--- src/include/delay_calc_defs.svh ---
// Sizes, field widths and rank costs of the DRAM delay calculator.
// Included by the package and by every module that needs one of them.
`ifndef DELAY_CALC_DEFS_SVH
`define DELAY_CALC_DEFS_SVH

// Slot tables
`define NUM_W_SLOTS 4
`define NUM_R_SLOTS 4
`define MAX_BURST_LEN 4
`define AGE_WIDTH 3

// Address request fields
// A burst length holds 1 to 4
`define LEN_WIDTH 3
`define SIZE_WIDTH 3
`define ADDR_WIDTH 16
`define COL_WIDTH 10
`define IID_WIDTH 3

// Release bits per response bank
`define BANK_CAPACITY 8

// Rank costs in cycles
`define CAS_COST 4
`define ACT_COST 3
`define PRE_COST 3

// Wide enough for the sum of all three costs
`define DELAY_WIDTH 4

`endif

--- src/hw/delay_calc_pkg.sv ---
// Types shared by the slot tables and the rank scheduler.
// A memory address is read either as one word, for burst beat arithmetic,
// or as a row and a column, for the row-buffer cost model.
`include "delay_calc_defs.svh"

package delay_calc_pkg;

  typedef union packed {
    logic [`ADDR_WIDTH-1:0] full;
    struct packed {
      // Row selects the DRAM page, col is the offset inside it
      logic [`ADDR_WIDTH-`COL_WIDTH-1:0] row;
      logic [`COL_WIDTH-1:0]             col;
    } row_col;
  } mem_addr_u;

endpackage

--- src/hw/write_slot_table.sv ---
// Write burst slot table.
// Accepts write addresses into free slots and write data beats into the
// oldest burst still missing data. Offers one servable beat to the rank
// scheduler and reports each burst once all its beats are done.
`include "delay_calc_defs.svh"

module write_slot_table import delay_calc_pkg::*; (
  input  logic                    clk_i,
  input  logic                    rst_ni,
  input  logic                    i_waddr_valid,
  input  logic [`IID_WIDTH-1:0]   i_waddr_iid,
  input  logic [`ADDR_WIDTH-1:0]  i_waddr_addr,
  input  logic [`SIZE_WIDTH-1:0]  i_waddr_size,
  input  logic [`LEN_WIDTH-1:0]   i_waddr_len,
  output logic                    o_waddr_ready,
  input  logic                    i_wdata_valid,
  output logic                    o_wdata_ready,
  output logic                    o_cand_valid,
  output mem_addr_u               o_cand_addr,
  input  logic                    i_grant,
  input  logic                    i_done,
  output logic                    o_complete,
  output logic [`IID_WIDTH-1:0]   o_complete_iid
);

  localparam int slot_w = $clog2(`NUM_W_SLOTS);
  localparam int beat_w = $clog2(`MAX_BURST_LEN);

  logic [`NUM_W_SLOTS-1:0]   slot_v_q, slot_v_d;
  logic [`AGE_WIDTH-1:0]     age_q [`NUM_W_SLOTS];
  logic [`AGE_WIDTH-1:0]     age_d [`NUM_W_SLOTS];
  logic [`MAX_BURST_LEN-1:0] data_q [`NUM_W_SLOTS];
  logic [`MAX_BURST_LEN-1:0] data_d [`NUM_W_SLOTS];
  logic [`MAX_BURST_LEN-1:0] pend_q [`NUM_W_SLOTS];
  logic [`MAX_BURST_LEN-1:0] pend_d [`NUM_W_SLOTS];
  logic [`MAX_BURST_LEN-1:0] done_q [`NUM_W_SLOTS];
  logic [`MAX_BURST_LEN-1:0] done_d [`NUM_W_SLOTS];

  // Burst payload, written on acceptance only
  logic [`IID_WIDTH-1:0]  iid_q  [`NUM_W_SLOTS];
  mem_addr_u              base_q [`NUM_W_SLOTS];
  logic [`SIZE_WIDTH-1:0] size_q [`NUM_W_SLOTS];

  logic [slot_w-1:0] alloc_slot, data_slot, cand_slot, cmp_slot;
  logic [beat_w-1:0] data_beat, cand_beat;
  logic              waddr_fire, wdata_fire;

  assign waddr_fire = i_waddr_valid && o_waddr_ready;
  assign wdata_fire = i_wdata_valid && o_wdata_ready;

  // Slot searches, all from registered state
  always_comb begin
    logic [`MAX_BURST_LEN-1:0] servable;
    logic [`AGE_WIDTH-1:0]     data_age, cand_age;
    o_waddr_ready  = 1'b0;
    o_wdata_ready  = 1'b0;
    o_cand_valid   = 1'b0;
    o_complete     = 1'b0;
    alloc_slot     = '0;
    data_slot      = '0;
    cand_slot      = '0;
    cmp_slot       = '0;
    data_age       = '0;
    cand_age       = '0;
    for (int s = `NUM_W_SLOTS - 1; s >= 0; s--) begin
      if (!slot_v_q[s]) begin
        o_waddr_ready = 1'b1;
        alloc_slot    = slot_w'(s);
      end
      if (slot_v_q[s] && &done_q[s]) begin
        o_complete = 1'b1;
        cmp_slot   = slot_w'(s);
      end
    end
    // Oldest slot wins, ties go to the lower index
    for (int s = 0; s < `NUM_W_SLOTS; s++) begin
      servable = data_q[s] & ~pend_q[s] & ~done_q[s];
      if (slot_v_q[s] && !(&data_q[s]) && (!o_wdata_ready || age_q[s] > data_age)) begin
        o_wdata_ready = 1'b1;
        data_slot     = slot_w'(s);
        data_age      = age_q[s];
      end
      if (slot_v_q[s] && |servable && (!o_cand_valid || age_q[s] > cand_age)) begin
        o_cand_valid = 1'b1;
        cand_slot    = slot_w'(s);
        cand_age     = age_q[s];
      end
    end
    // Lowest missing data beat and lowest servable beat of the chosen slots
    data_beat = '0;
    cand_beat = '0;
    servable  = data_q[cand_slot] & ~pend_q[cand_slot] & ~done_q[cand_slot];
    for (int b = `MAX_BURST_LEN - 1; b >= 0; b--) begin
      if (!data_q[data_slot][b]) data_beat = beat_w'(b);
      if (servable[b]) cand_beat = beat_w'(b);
    end
  end

  assign o_cand_addr.full = base_q[cand_slot].full +
                            (`ADDR_WIDTH'(cand_beat) << size_q[cand_slot]);
  assign o_complete_iid   = iid_q[cmp_slot];

  always_comb begin
    slot_v_d = slot_v_q;
    age_d    = age_q;
    data_d   = data_q;
    pend_d   = pend_q;
    done_d   = done_q;
    if (o_complete) slot_v_d[cmp_slot] = 1'b0;
    // A finished rank beat turns the pending beat into done
    if (i_done) begin
      for (int s = 0; s < `NUM_W_SLOTS; s++) begin
        done_d[s] = done_q[s] | pend_q[s];
        pend_d[s] = '0;
      end
    end
    if (i_grant && o_cand_valid) pend_d[cand_slot][cand_beat] = 1'b1;
    if (wdata_fire) data_d[data_slot][data_beat] = 1'b1;
    if (waddr_fire) begin
      for (int s = 0; s < `NUM_W_SLOTS; s++) begin
        if (slot_v_q[s] && age_q[s] != '1) age_d[s] = age_q[s] + 1'b1;
      end
      slot_v_d[alloc_slot] = 1'b1;
      age_d[alloc_slot]    = '0;
      pend_d[alloc_slot]   = '0;
      // Beats past the burst length count as done and already written
      for (int b = 0; b < `MAX_BURST_LEN; b++) begin
        data_d[alloc_slot][b] = (b >= i_waddr_len);
        done_d[alloc_slot][b] = (b >= i_waddr_len);
      end
    end
  end

  always_ff @(posedge clk_i or negedge rst_ni) begin
    if (!rst_ni) begin
      slot_v_q <= '0;
      age_q    <= '{default: '0};
      data_q   <= '{default: '0};
      pend_q   <= '{default: '0};
      done_q   <= '{default: '0};
    end else begin
      slot_v_q <= slot_v_d;
      age_q    <= age_d;
      data_q   <= data_d;
      pend_q   <= pend_d;
      done_q   <= done_d;
    end
  end

  always_ff @(posedge clk_i) begin
    if (waddr_fire) begin
      iid_q[alloc_slot]       <= i_waddr_iid;
      base_q[alloc_slot].full <= i_waddr_addr;
      size_q[alloc_slot]      <= i_waddr_size;
    end
  end

endmodule

--- src/hw/read_slot_table.sv ---
// Read burst slot table.
// Accepts read addresses into free slots, offers the lowest open beat of
// the oldest burst to the rank scheduler and reports finished bursts.
`include "delay_calc_defs.svh"

module read_slot_table import delay_calc_pkg::*; (
  input  logic                    clk_i,
  input  logic                    rst_ni,
  input  logic                    i_raddr_valid,
  input  logic [`IID_WIDTH-1:0]   i_raddr_iid,
  input  logic [`ADDR_WIDTH-1:0]  i_raddr_addr,
  input  logic [`SIZE_WIDTH-1:0]  i_raddr_size,
  input  logic [`LEN_WIDTH-1:0]   i_raddr_len,
  output logic                    o_raddr_ready,
  output logic                    o_cand_valid,
  output mem_addr_u               o_cand_addr,
  input  logic                    i_grant,
  input  logic                    i_done,
  output logic                    o_complete,
  output logic [`IID_WIDTH-1:0]   o_complete_iid
);

  localparam int slot_w = $clog2(`NUM_R_SLOTS);
  localparam int beat_w = $clog2(`MAX_BURST_LEN);

  logic [`NUM_R_SLOTS-1:0]   slot_v_q, slot_v_d;
  logic [`AGE_WIDTH-1:0]     age_q [`NUM_R_SLOTS];
  logic [`AGE_WIDTH-1:0]     age_d [`NUM_R_SLOTS];
  logic [`MAX_BURST_LEN-1:0] pend_q [`NUM_R_SLOTS];
  logic [`MAX_BURST_LEN-1:0] pend_d [`NUM_R_SLOTS];
  logic [`MAX_BURST_LEN-1:0] done_q [`NUM_R_SLOTS];
  logic [`MAX_BURST_LEN-1:0] done_d [`NUM_R_SLOTS];

  logic [`IID_WIDTH-1:0]  iid_q  [`NUM_R_SLOTS];
  mem_addr_u              base_q [`NUM_R_SLOTS];
  logic [`SIZE_WIDTH-1:0] size_q [`NUM_R_SLOTS];

  logic [slot_w-1:0] alloc_slot, cand_slot, cmp_slot;
  logic [beat_w-1:0] cand_beat;
  logic              raddr_fire;

  assign raddr_fire = i_raddr_valid && o_raddr_ready;

  always_comb begin
    logic [`AGE_WIDTH-1:0] cand_age;
    o_raddr_ready = 1'b0;
    o_cand_valid  = 1'b0;
    o_complete    = 1'b0;
    alloc_slot    = '0;
    cand_slot     = '0;
    cmp_slot      = '0;
    cand_age      = '0;
    cand_beat     = '0;
    for (int s = `NUM_R_SLOTS - 1; s >= 0; s--) begin
      if (!slot_v_q[s]) begin
        o_raddr_ready = 1'b1;
        alloc_slot    = slot_w'(s);
      end
      if (slot_v_q[s] && &done_q[s]) begin
        o_complete = 1'b1;
        cmp_slot   = slot_w'(s);
      end
    end
    // Every real beat is servable as soon as the address is in
    for (int s = 0; s < `NUM_R_SLOTS; s++) begin
      if (slot_v_q[s] && !(&(pend_q[s] | done_q[s])) &&
          (!o_cand_valid || age_q[s] > cand_age)) begin
        o_cand_valid = 1'b1;
        cand_slot    = slot_w'(s);
        cand_age     = age_q[s];
      end
    end
    for (int b = `MAX_BURST_LEN - 1; b >= 0; b--) begin
      if (!pend_q[cand_slot][b] && !done_q[cand_slot][b]) cand_beat = beat_w'(b);
    end
  end

  assign o_cand_addr.full = base_q[cand_slot].full +
                            (`ADDR_WIDTH'(cand_beat) << size_q[cand_slot]);
  assign o_complete_iid   = iid_q[cmp_slot];

  always_comb begin
    slot_v_d = slot_v_q;
    age_d    = age_q;
    pend_d   = pend_q;
    done_d   = done_q;
    if (o_complete) slot_v_d[cmp_slot] = 1'b0;
    if (i_done) begin
      for (int s = 0; s < `NUM_R_SLOTS; s++) begin
        done_d[s] = done_q[s] | pend_q[s];
        pend_d[s] = '0;
      end
    end
    if (i_grant && o_cand_valid) pend_d[cand_slot][cand_beat] = 1'b1;
    if (raddr_fire) begin
      // Ages saturate so the oldest burst stays on top
      for (int s = 0; s < `NUM_R_SLOTS; s++) begin
        if (slot_v_q[s] && age_q[s] != '1) age_d[s] = age_q[s] + 1'b1;
      end
      slot_v_d[alloc_slot] = 1'b1;
      age_d[alloc_slot]    = '0;
      pend_d[alloc_slot]   = '0;
      for (int b = 0; b < `MAX_BURST_LEN; b++) begin
        done_d[alloc_slot][b] = (b >= i_raddr_len);
      end
    end
  end

  always_ff @(posedge clk_i or negedge rst_ni) begin
    if (!rst_ni) begin
      slot_v_q <= '0;
      age_q    <= '{default: '0};
      pend_q   <= '{default: '0};
      done_q   <= '{default: '0};
    end else begin
      slot_v_q <= slot_v_d;
      age_q    <= age_d;
      pend_q   <= pend_d;
      done_q   <= done_d;
    end
  end

  always_ff @(posedge clk_i) begin
    if (raddr_fire) begin
      iid_q[alloc_slot]       <= i_raddr_iid;
      base_q[alloc_slot].full <= i_raddr_addr;
      size_q[alloc_slot]      <= i_raddr_size;
    end
  end

endmodule

--- src/hw/rank_scheduler.sv ---
// Single-rank scheduler with a row-buffer cost model.
// Grants one beat at a time, write side first, loads the beat cost into
// the delay counter and pulses done for the side in flight when the
// counter runs out. A new grant may start on that same edge.
`include "delay_calc_defs.svh"

module rank_scheduler import delay_calc_pkg::*; (
  input  logic      clk_i,
  input  logic      rst_ni,
  input  logic      i_w_cand_valid,
  input  mem_addr_u i_w_cand_addr,
  input  logic      i_r_cand_valid,
  input  mem_addr_u i_r_cand_addr,
  output logic      o_w_grant,
  output logic      o_r_grant,
  output logic      o_w_done,
  output logic      o_r_done
);

  localparam int row_w   = `ADDR_WIDTH - `COL_WIDTH;
  localparam int delay_w = `DELAY_WIDTH;

  // Column access only on a hit, activation on a closed bank,
  // precharge on top for a different row
  function automatic logic [delay_w-1:0] beat_cost(mem_addr_u addr, logic is_open,
                                                   logic [row_w-1:0] open_row);
    if (is_open && addr.row_col.row == open_row) begin
      return delay_w'(`CAS_COST);
    end else if (!is_open) begin
      return delay_w'(`CAS_COST + `ACT_COST);
    end else begin
      return delay_w'(`CAS_COST + `ACT_COST + `PRE_COST);
    end
  endfunction

  logic               row_open_q;
  logic [row_w-1:0]   open_row_q;
  logic [delay_w-1:0] cnt_q;
  logic               inflight_w_q;

  logic               rank_free;
  logic               last_cycle;
  logic               grant;
  mem_addr_u          grant_addr;
  logic [delay_w-1:0] grant_cost;

  // Count of 1 means the beat in flight ends on the coming edge
  assign last_cycle = (cnt_q == delay_w'(1));
  assign rank_free  = (cnt_q == '0) || last_cycle;

  assign o_w_grant = rank_free && i_w_cand_valid;
  assign o_r_grant = rank_free && !i_w_cand_valid && i_r_cand_valid;
  assign grant     = o_w_grant || o_r_grant;

  assign o_w_done = last_cycle && inflight_w_q;
  assign o_r_done = last_cycle && !inflight_w_q;

  assign grant_addr = i_w_cand_valid ? i_w_cand_addr : i_r_cand_addr;
  assign grant_cost = beat_cost(grant_addr, row_open_q, open_row_q);

  always_ff @(posedge clk_i or negedge rst_ni) begin
    if (!rst_ni) begin
      row_open_q   <= 1'b0;
      cnt_q        <= '0;
      inflight_w_q <= 1'b0;
    end else if (grant) begin
      row_open_q   <= 1'b1;
      cnt_q        <= grant_cost;
      inflight_w_q <= o_w_grant;
    end else if (cnt_q != '0) begin
      cnt_q <= cnt_q - 1'b1;
    end
  end

  // Row of the most recently granted beat
  always_ff @(posedge clk_i) begin
    if (grant) begin
      open_row_q <= grant_addr.row_col.row;
    end
  end

endmodule

--- src/hw/release_register.sv ---
// Release enable bits of one response bank, one bit per internal id.
// A burst completion sets its bit, the bank's one-hot feedback clears it.
`include "delay_calc_defs.svh"

module release_register #(
  parameter int CAPACITY = `BANK_CAPACITY
) (
  input  logic                        clk_i,
  input  logic                        rst_ni,
  input  logic                        i_set_valid,
  input  logic [$clog2(CAPACITY)-1:0] i_set_iid,
  input  logic [CAPACITY-1:0]         i_released_onehot,
  output logic [CAPACITY-1:0]         o_release_en
);

  logic [CAPACITY-1:0] set_mask;
  logic [CAPACITY-1:0] en_q;

  always_comb begin
    set_mask = '0;
    if (i_set_valid) set_mask[i_set_iid] = 1'b1;
  end

  // Set is applied last so it wins over a clear of the same bit
  always_ff @(posedge clk_i or negedge rst_ni) begin
    if (!rst_ni) begin
      en_q <= '0;
    end else begin
      en_q <= (en_q & ~i_released_onehot) | set_mask;
    end
  end

  assign o_release_en = en_q;

endmodule

--- src/hw/delay_calc_top.sv ---
// Top level of the DRAM rank delay calculator.
// Write and read slot tables feed one rank scheduler, and completed
// bursts raise release bits in the write response and read data banks.
`include "delay_calc_defs.svh"

module delay_calc_top import delay_calc_pkg::*; (
  input  logic                      clk_i,
  input  logic                      rst_ni,
  input  logic                      i_waddr_valid,
  input  logic [`IID_WIDTH-1:0]     i_waddr_iid,
  input  logic [`ADDR_WIDTH-1:0]    i_waddr_addr,
  input  logic [`SIZE_WIDTH-1:0]    i_waddr_size,
  input  logic [`LEN_WIDTH-1:0]     i_waddr_len,
  output logic                      o_waddr_ready,
  input  logic                      i_wdata_valid,
  output logic                      o_wdata_ready,
  input  logic                      i_raddr_valid,
  input  logic [`IID_WIDTH-1:0]     i_raddr_iid,
  input  logic [`ADDR_WIDTH-1:0]    i_raddr_addr,
  input  logic [`SIZE_WIDTH-1:0]    i_raddr_size,
  input  logic [`LEN_WIDTH-1:0]     i_raddr_len,
  output logic                      o_raddr_ready,
  output logic [`BANK_CAPACITY-1:0] o_wresp_release_en,
  output logic [`BANK_CAPACITY-1:0] o_rdata_release_en,
  input  logic [`BANK_CAPACITY-1:0] i_wresp_released,
  input  logic [`BANK_CAPACITY-1:0] i_rdata_released
);

  logic                  w_cand_valid, r_cand_valid;
  mem_addr_u             w_cand_addr, r_cand_addr;
  logic                  w_grant, r_grant;
  logic                  w_done, r_done;
  logic                  w_complete, r_complete;
  logic [`IID_WIDTH-1:0] w_complete_iid, r_complete_iid;

  write_slot_table u_wr_table (
    .clk_i, .rst_ni,
    .i_waddr_valid, .i_waddr_iid, .i_waddr_addr, .i_waddr_size, .i_waddr_len,
    .o_waddr_ready,
    .i_wdata_valid, .o_wdata_ready,
    .o_cand_valid   (w_cand_valid),
    .o_cand_addr    (w_cand_addr),
    .i_grant        (w_grant),
    .i_done         (w_done),
    .o_complete     (w_complete),
    .o_complete_iid (w_complete_iid)
  );

  read_slot_table u_rd_table (
    .clk_i, .rst_ni,
    .i_raddr_valid, .i_raddr_iid, .i_raddr_addr, .i_raddr_size, .i_raddr_len,
    .o_raddr_ready,
    .o_cand_valid   (r_cand_valid),
    .o_cand_addr    (r_cand_addr),
    .i_grant        (r_grant),
    .i_done         (r_done),
    .o_complete     (r_complete),
    .o_complete_iid (r_complete_iid)
  );

  rank_scheduler u_rank (
    .clk_i, .rst_ni,
    .i_w_cand_valid (w_cand_valid),
    .i_w_cand_addr  (w_cand_addr),
    .i_r_cand_valid (r_cand_valid),
    .i_r_cand_addr  (r_cand_addr),
    .o_w_grant      (w_grant),
    .o_r_grant      (r_grant),
    .o_w_done       (w_done),
    .o_r_done       (r_done)
  );

  // Write response bank
  release_register #(.CAPACITY(`BANK_CAPACITY)) u_wresp_release (
    .clk_i, .rst_ni,
    .i_set_valid       (w_complete),
    .i_set_iid         (w_complete_iid),
    .i_released_onehot (i_wresp_released),
    .o_release_en      (o_wresp_release_en)
  );

  // Read data bank
  release_register #(.CAPACITY(`BANK_CAPACITY)) u_rdata_release (
    .clk_i, .rst_ni,
    .i_set_valid       (r_complete),
    .i_set_iid         (r_complete_iid),
    .i_released_onehot (i_rdata_released),
    .o_release_en      (o_rdata_release_en)
  );

endmodule

--- config.mk ---
export PLATFORM = sky130hd
export DESIGN_NAME = delay_calc_top
export DESIGN_NICKNAME = d
export VERILOG_FILES = /design/src/hw/delay_calc_pkg.sv /design/src/hw/write_slot_table.sv /design/src/hw/read_slot_table.sv /design/src/hw/rank_scheduler.sv /design/src/hw/release_register.sv /design/src/hw/delay_calc_top.sv
export VERILOG_INCLUDE_DIRS = /design/src /design/src/include
export SDC_FILE = /design/constraint.sdc
export NUM_CORES = 1
export LEC_CHECK = 0
export BUFFER_PORTS_ARGS = -buffer_cell sky130_fd_sc_hd__buf_4
export CAP_MARGIN = 10
export CORE_MARGIN = 2
export CORE_UTILIZATION = 42
export CTS_CLUSTER_DIAMETER = 100
export DETAILED_ROUTE_END_ITERATION = 8
export GPL_TIMING_DRIVEN = 1
export PLACE_DENSITY = 0.61
export SETUP_SLACK_MARGIN = 0.2
export SLEW_MARGIN = 20
export SYNTH_ARGS = -nofsm -noshare
export SYNTH_HDL_FRONTEND = slang
export SYNTH_HIERARCHICAL = 1
export SYNTH_SLANG_ARGS = --single-unit
--- constraint.sdc ---
create_clock -name clk_i -period 10 [get_ports clk_i]
set_input_delay 1.5 -clock clk_i [delete_from_list [all_inputs] [get_ports clk_i]]
set_output_delay 1.5 -clock clk_i [all_outputs]
set_load 0.02 [all_outputs]
==> results of run 1 <==
## sequential cells by signal, indices dropped and copies added, names as in the netlist, 6 cells and up
register / cells
u_wr_table/done_q: 16
u_rd_table/size_q: 12
u_rd_table/done_q: 16
u_rd_table/age_q: 12
u_wr_table/base_q: 64
u_rd_table/pend_q: 16
u_rd_table/iid_q: 12
u_wr_table/pend_q: 16
u_wr_table/data_q: 16
u_rdata_release/o_release_en: 8
u_wr_table/age_q: 12
u_rd_table/base_q: 64
u_wresp_release/o_release_en: 8
u_wr_table/iid_q: 12
u_rank/open_row_q: 6
u_wr_table/size_q: 12
## final timing paths
kind	endpoint	slack, ps	depth (start not counted)
min in group asynchronous	u_wr_table/age_q[3]	980	1
hold / removal	u_rank/inflight_w_q	500	1
hold reg to reg	u_rank/inflight_w_q	500	1
max in group asynchronous	u_rd_table/age_q[2]	7730	2
setup / recovery	u_rank/cnt_q[1]	870	37
setup reg to reg	u_rank/cnt_q[1]	870	37
## through the flow
stage               hold WS [ps]  utilization  instances  cell area, sq um
finish                       502        0.491       2111             18900
global route                 519        0.491       2111             18900
CTS                          500        0.488       2104             18800
detailed placement           487        0.456       2040             17600
global placement             480        0.456       2040             17600
floorplan                    465            -       1462             16300
## area by class of cell
type,count,area [sq um]
flip-flops and latches,316,8820
repair buffers,116,875
clock inverters,18,214
inverters,62,233
fillers,3498,19600
multi-input cells,1035,7070
clock buffers,46,1010
well taps,518,648
## routing by layer
metal  part of all wire  vias to the layer above  GRT usage
li1                   -                     5751          -
met1               0.46                     6014      0.301
met2               0.45                      403      0.330
met3              0.060                       87     0.0300
met4              0.027                        0     0.0772
met5                  0                        -          0
## layout by cell type (no fill, tap or decap), types with 46 or more instances in the layout
cell      count
o21ai_0      54
nor2_1      173
o22ai_1      46
buf_4       115
inv_1        59
nand2_1      97
a21oi_1     114
edfxtp_1    182
ha_1         64
dfrtp_1     134
## repair_timing
action / in CTS / in global routing
resized for setup: 0 / 10
endpoints found under the setup margin: 0 / 9
setup buffers: 0 / 6
==> impl_metrics.yaml, run 1 <==
run_status:
  status: "completed"
die:
  die_w_microns: 201
  num_rows: 72
  io_pins: 90
  core_area_sq_um: 38500
  die_area_sq_um: 40400
  start_util: 0.423
  die_h_microns: 201
synth:
  netlist_area_sq_um: 16300
  syn_nets: 1599
  yosysWarningCount: 6
  avgSynthCellArea_sq_um: 11.1
  synthCells: 1462
sta:
  slew_headroom: 0.349
  fmax_mhz: 109
  worst_pin_slew_ps: 966
  fin_crit_sh: 0.913
  rsz0062_at_grt: "false"
  tns_ps: 0
  final_max_slew_viol_count: 0
  worst_slack_ps: 867
  hold_viol_final: 0
  fin_skew_ps: 29.5
  setup_viol: 0
  period_minus_slack_ps: 9130
setup_path:
  timing.rr.start: "u_rd_table/done_q[12]"
  critPathMaxFanout: 12
  arrival_ps: 9530
  path_buf_inv: 2
  required_ps: 10390
  cpPeakStageDelay_ps: 530
  crit_start: "u_rd_table/done_q[12]"
  path_class: "reg -> reg"
  critPathSlowestCell: "or3_1"
  critPathTopFamily: "compound AO/OA/AOI/OAI gates"
  start_kind: "flop"
  worst_setup_path_end_kind: "flop"
detailed_routing:
  viasPerCell: 5.81
  drt-pass1-iter-count: 5
  ant_nets: 0
  route.vias.total: 12300
  first_iter_violations: 1033
  wl_per_cell_microns: 20.4
  drc: 0
  finalWirelength_microns: 43100
cts:
  clk_path_buf_depth: 3
  clk_pin_slew_ps: 60
  cts.sinks: 316
  htreeDepth: 2
  cts_tree: "built"
  cts_hold_buf: 0
  clock-root-buffer: "clkbuf_16"
  cts_buffers: 36
  clk_latency_ps: 550
global_routing:
  grt_max_degree: 75
  grt_use_total: 0.211
  grt_overflow_total: 0
  grt_pass1_wl_microns: 67800
  antenna_found_initial: 0
  first_global_vias: 12200
place:
  gp_congestion: 0.905
  io_buffer_count: 89
  dp_hpwl_microns: 29700
  pre_cts_ws_ps: 433
worst_hold_path:
  min_from: "u_rank/inflight_w_q"
  min_path_type: "reg -> reg"
layout:
  drive_gt1_frac: 0.161
  diodes: 0
  synthToLayoutAreaGrowth_pct: 15.8
  nets: 1704
run:
  max-cap-violations: 0
Power of run 1 is not shown: default switching activity piles up to over one toggle a cycle in this logic, so the estimate is an artifact.
==> run 2, diff against run 1 <==
CTS_CLUSTER_DIAMETER = not set   (was 100)
PLACE_DENSITY = not set   (was 0.61)
==> run 2 against run 1 <==
  * Via count grew 0.45%
  * Clock-buffer cell count grew 12
  * Hold slack gained 8.6 ps
  * Flip-flop and latch count is the same
  * Core utilization is essentially flat
  * Non-clock buffer count shrank 1
  * Worst setup slack lost 77 ps
  * Global-route usage grew 0.39 points
  * Critical path type unchanged
  * Clock skew shrank 7.2 ps
  * Critical path depth is the same
  * Die area is the same
  * First-iteration DRC count shrank 9.5%
==> impl_metrics.yaml, run 2 (synthesis results as in run 1) <==
global_routing:
  grt_max_degree: 78
  antenna_found_initial: 0
  grt_use_total: 0.215
  grt_pass1_wl_microns: 68800
  first_global_vias: 12200
  grt_overflow_total: 0
detailed_routing:
  finalWirelength_microns: 43500
  dr_wl_met2_microns: 19800
  m1WireLength_microns: 20000
  ant_nets: 0
  wl_met3_microns: 2440
  wl_per_cell_microns: 20.6
  first_iter_violations: 935
  viasPerCell: 5.82
  drt-pass1-iter-count: 6
  drc: 0
  topRoutingLayerUsed: "met4"
  route.vias.total: 12300
sta:
  worst_pin_slew_ps: 916
  slew_headroom: 0.383
  rsz0062_at_grt: "false"
  period_minus_slack_ps: 9210
  fmax_mhz: 109
  tns_ps: 0
  hold_viol_final: 0
  setup_viol: 0
  final_max_slew_viol_count: 0
  fin_skew_ps: 22.3
  fin_crit_sh: 0.921
die:
  start_util: 0.423
  core_area_sq_um: 38500
  die_area_sq_um: 40400
  io_pins: 90
  num_rows: 72
  die_w_microns: 201
  die_h_microns: 201
setup_path:
  start_kind: "flop"
  critPathTopFamily: "compound AO/OA/AOI/OAI gates"
  arrival_ps: 9700
  cpPeakStageDelay_ps: 550
  required_ps: 10490
  path_buf_inv: 2
  critPathSlowestCell: "or3_1"
  path_class: "reg -> reg"
  worst_setup_path_end_kind: "flop"
  path_common_cell: "ha_1"
  critPathMaxFanout: 12
cts:
  clk_pin_slew_ps: 60
  cts.sinks: 316
  htreeDepth: 2
  clock-root-buffer: "clkbuf_16"
  cts_hold_buf: 0
  clk_latency_ps: 550
  cts_buffers: 37
  cts_tree: "built"
  clk_path_buf_depth: 3
layout:
  final_cell_mix: "edfxtp_1 (182), nor2_1 (173), dfrtp_1 (134)"
  multi_input_area_sq_um: 7070
  diodes: 0
  regArea_sq_um: 8820
  top_regs: "u_rd_table/base_q: 64 flops, u_wr_table/base_q: 64 flops"
  layout_commonest_cell: "edfxtp_1"
  nets: 1704
  drive_gt1_frac: 0.159
  nFillCells: 3445
  synthToLayoutAreaGrowth_pct: 15.8
place:
  io_buffer_count: 89
  dp_hpwl_microns: 30000
  gp_congestion: 0.893
run_status:
  status: "completed"
run:
  max-cap-violations: 0
worst_hold_path:
  min_path_type: "reg -> reg"
-- run 2: cell types whose count changed in the layout (fill, tap and decap cells not counted), moves of 3 or more --
cell and change:
bufinv_16 -4, clkbuf_16 +3, clkbuf_1 +9, clkinv_1 -5
-- run 2: final timing paths --
kind	slack, ps	depth (start not counted)	end	startpoint
min reg2reg	510	1	u_rank/inflight_w_q	u_rank/inflight_w_q
max reg2reg	790	37	u_rank/cnt_q[2]	u_rd_table/done_q[12]
min	510	1	u_rank/inflight_w_q	u_rank/inflight_w_q
max	790	37	u_rank/cnt_q[2]	u_rd_table/done_q[12]
max in group asynchronous	7730	2	u_rdata_release/o_release_en[2]	rst_ni
min in group asynchronous	990	1	u_wr_table/age_q[0]	rst_ni
-- run 2: timing repair --
item / in CTS / in global routing
gates resized for setup: 0 / 8
hold endpoints to repair: 0 / 0
endpoints found under the setup margin: 0 / 3
buffers inserted: 0 / 0
-- run 2: layout make-up --
class	instances	area share
tap	518	0.0344
sequential	316	0.468
inverter	62	0.0123
multi-input combinational	1035	0.375
timing repair buffer	115	0.0466
clock inverter	10	0.00458
clock buffer	58	0.0593
-- run 2: metrics by stage --
stage / hold slack [ps] / instances / cell area [sq um] / setup WS, ps / util
5_1_grt: 534 / 2114 / 18900 / 263 / 0.490
2_1_floorplan: 465 / 1462 / 16300 / 1620 / -
3_3_place_gp: 485 / 2044 / 17600 / 665 / 0.457
3_5_place_dp: 496 / 2045 / 17600 / 513 / 0.458
6_report: 511 / 2114 / 18900 / 790 / 0.490
4_1_cts: 510 / 2113 / 18800 / 501 / 0.489
-- run 2: routing by layer --
layer  up-vias  global-route usage
met2       386               0.338
met1      6069               0.303
li1       5765                   -
met4         0              0.0799
met3        90              0.0320
met5         -                   0
Power of run 2 is left out for the same reason.
==> run 3, diff against run 2 <==
CELL_PAD_IN_SITES_DETAIL_PLACEMENT = 0   (was not set)
CELL_PAD_IN_SITES_GLOBAL_PLACEMENT = 1   (was not set)
MAX_ROUTING_LAYER = met4   (was not set)
PLACE_DENSITY_LB_ADDON = 0.1   (was not set)
==> run 3 against run 2 <==
  * Critical path depth increased by 7
  * Sequential share of layout area about the same
  * Hold slack got worse by 8.6 ps
  * Maximum frequency increased by 2.8%
==> impl_metrics.yaml, run 3 (synthesis results as in run 1) <==
run_status:
  status: "completed"
die:
  die_h_microns: 201
  core_area_sq_um: 38500
  die_area_sq_um: 40400
  start_util: 0.423
  num_rows: 72
  io_pins: 90
  die_w_microns: 201
detailed_routing:
  drt-pass1-iter-count: 6
  wl_per_cell_microns: 21.2
  finalWirelength_microns: 44800
  first_iter_violations: 902
  route.vias.total: 12100
  drc: 0
  ant_nets: 0
  viasPerCell: 5.74
cts:
  clock-root-buffer: "clkbuf_16"
  cts_buffers: 38
  cts_tree: "built"
  htreeDepth: 2
  clk_path_buf_depth: 3
  clk_pin_slew_ps: 60
  clk_latency_ps: 560
  cts.sinks: 316
place:
  io_buffer_count: 89
  pre_cts_ws_ps: 244
  dp_hpwl_microns: 31400
  gp_congestion: 0.886
  placed_area_sq_um: 17600
layout:
  synthToLayoutAreaGrowth_pct: 15.9
  diodes: 0
  drive_gt1_frac: 0.162
  nets: 1706
  layout_commonest_cell: "edfxtp_1"
  final_cell_mix: "edfxtp_1 (182), nor2_1 (173), dfrtp_1 (134)"
  top_regs: "u_rd_table/base_q: 64 flops, u_wr_table/base_q: 64 flops"
  final_area_sq_um: 18900
sta:
  fmax_mhz: 112
  final_max_slew_viol_count: 0
  worst_pin_slew_ps: 872
  tns_ps: 0
  hold_viol_final: 0
  period_minus_slack_ps: 8960
  fin_crit_sh: 0.896
  slew_headroom: 0.415
  worst_slack_ps: 1040
  rsz0062_at_grt: "false"
  fin_skew_ps: 12.7
  setup_viol: 0
global_routing:
  grt_use_total: 0.230
  antenna_found_initial: 0
  grt_max_degree: 81
  grt_overflow_total: 0
  grt_pass1_wl_microns: 70300
  first_global_vias: 12000
setup_path:
  critPathMaxFanout: 17
  r2r_slack_ps: 1040
  crit_cells: 44
  start_kind: "flop"
  path_class: "reg -> reg"
  critPathTopFamily: "compound AO/OA/AOI/OAI gates"
  arrival_ps: 9390
  r2r.worst_path.cells: 44
  path_buf_inv: 3
  critPathSlowestCell: "a21oi_4"
  cpPeakStageDelay_ps: 570
  required_ps: 10430
  worst_setup_path_end_kind: "flop"
worst_hold_path:
  whs_path_depth: 1
  min_path_type: "reg -> reg"
run:
  max-cap-violations: 0
-- run 3: layout make-up --
class,instances,area [sq um]
fill,3546,19600
clock buffer,51,1060
multi-input combinational,1034,7060
inverter,62,233
tap,518,648
timing repair buffer,117,882
sequential,316,8820
clock inverter,17,178
-- run 3: timing repair --
action / in CTS / in global routing
hold buffers: 0 / 0
pin swaps: 0 / 1
buffers inserted: 0 / 1
gates resized for setup: 1 / 7
setup endpoints to repair: 2 / 9
-- run 3: path summary, 6_finish.rpt --
check | start | to
setup / recovery | u_wr_table/data_q[13] | u_rank/cnt_q[1]
max in group asynchronous | rst_ni | u_wr_table/pend_q[6]
setup reg to reg | u_wr_table/data_q[13] | u_rank/cnt_q[1]
hold / removal | u_rank/inflight_w_q | u_rank/inflight_w_q
min in group asynchronous | rst_ni | u_wr_table/age_q[8]
hold reg to reg | u_rank/inflight_w_q | u_rank/inflight_w_q
-- run 3: metal layers --
layer	vias up	global-route usage	share of wire	wire length (microns)
li1	5758	-	-	-
met1	5952	0.336	0.49	22100
met2	354	0.330	0.43	19200
met3	74	0.0435	0.057	2550
met4	0	0.0593	0.022	964
met5	-	-	0	0
-- run 3: through the flow --
stage,util,instances,hold WS [ps]
detailed placement,0.458,2046,493
global placement,0.458,2046,485
global route,0.491,2115,530
CTS,0.490,2114,505
finish,0.491,2115,502
floorplan,-,1462,465
Power of run 3 is left out for the same reason.
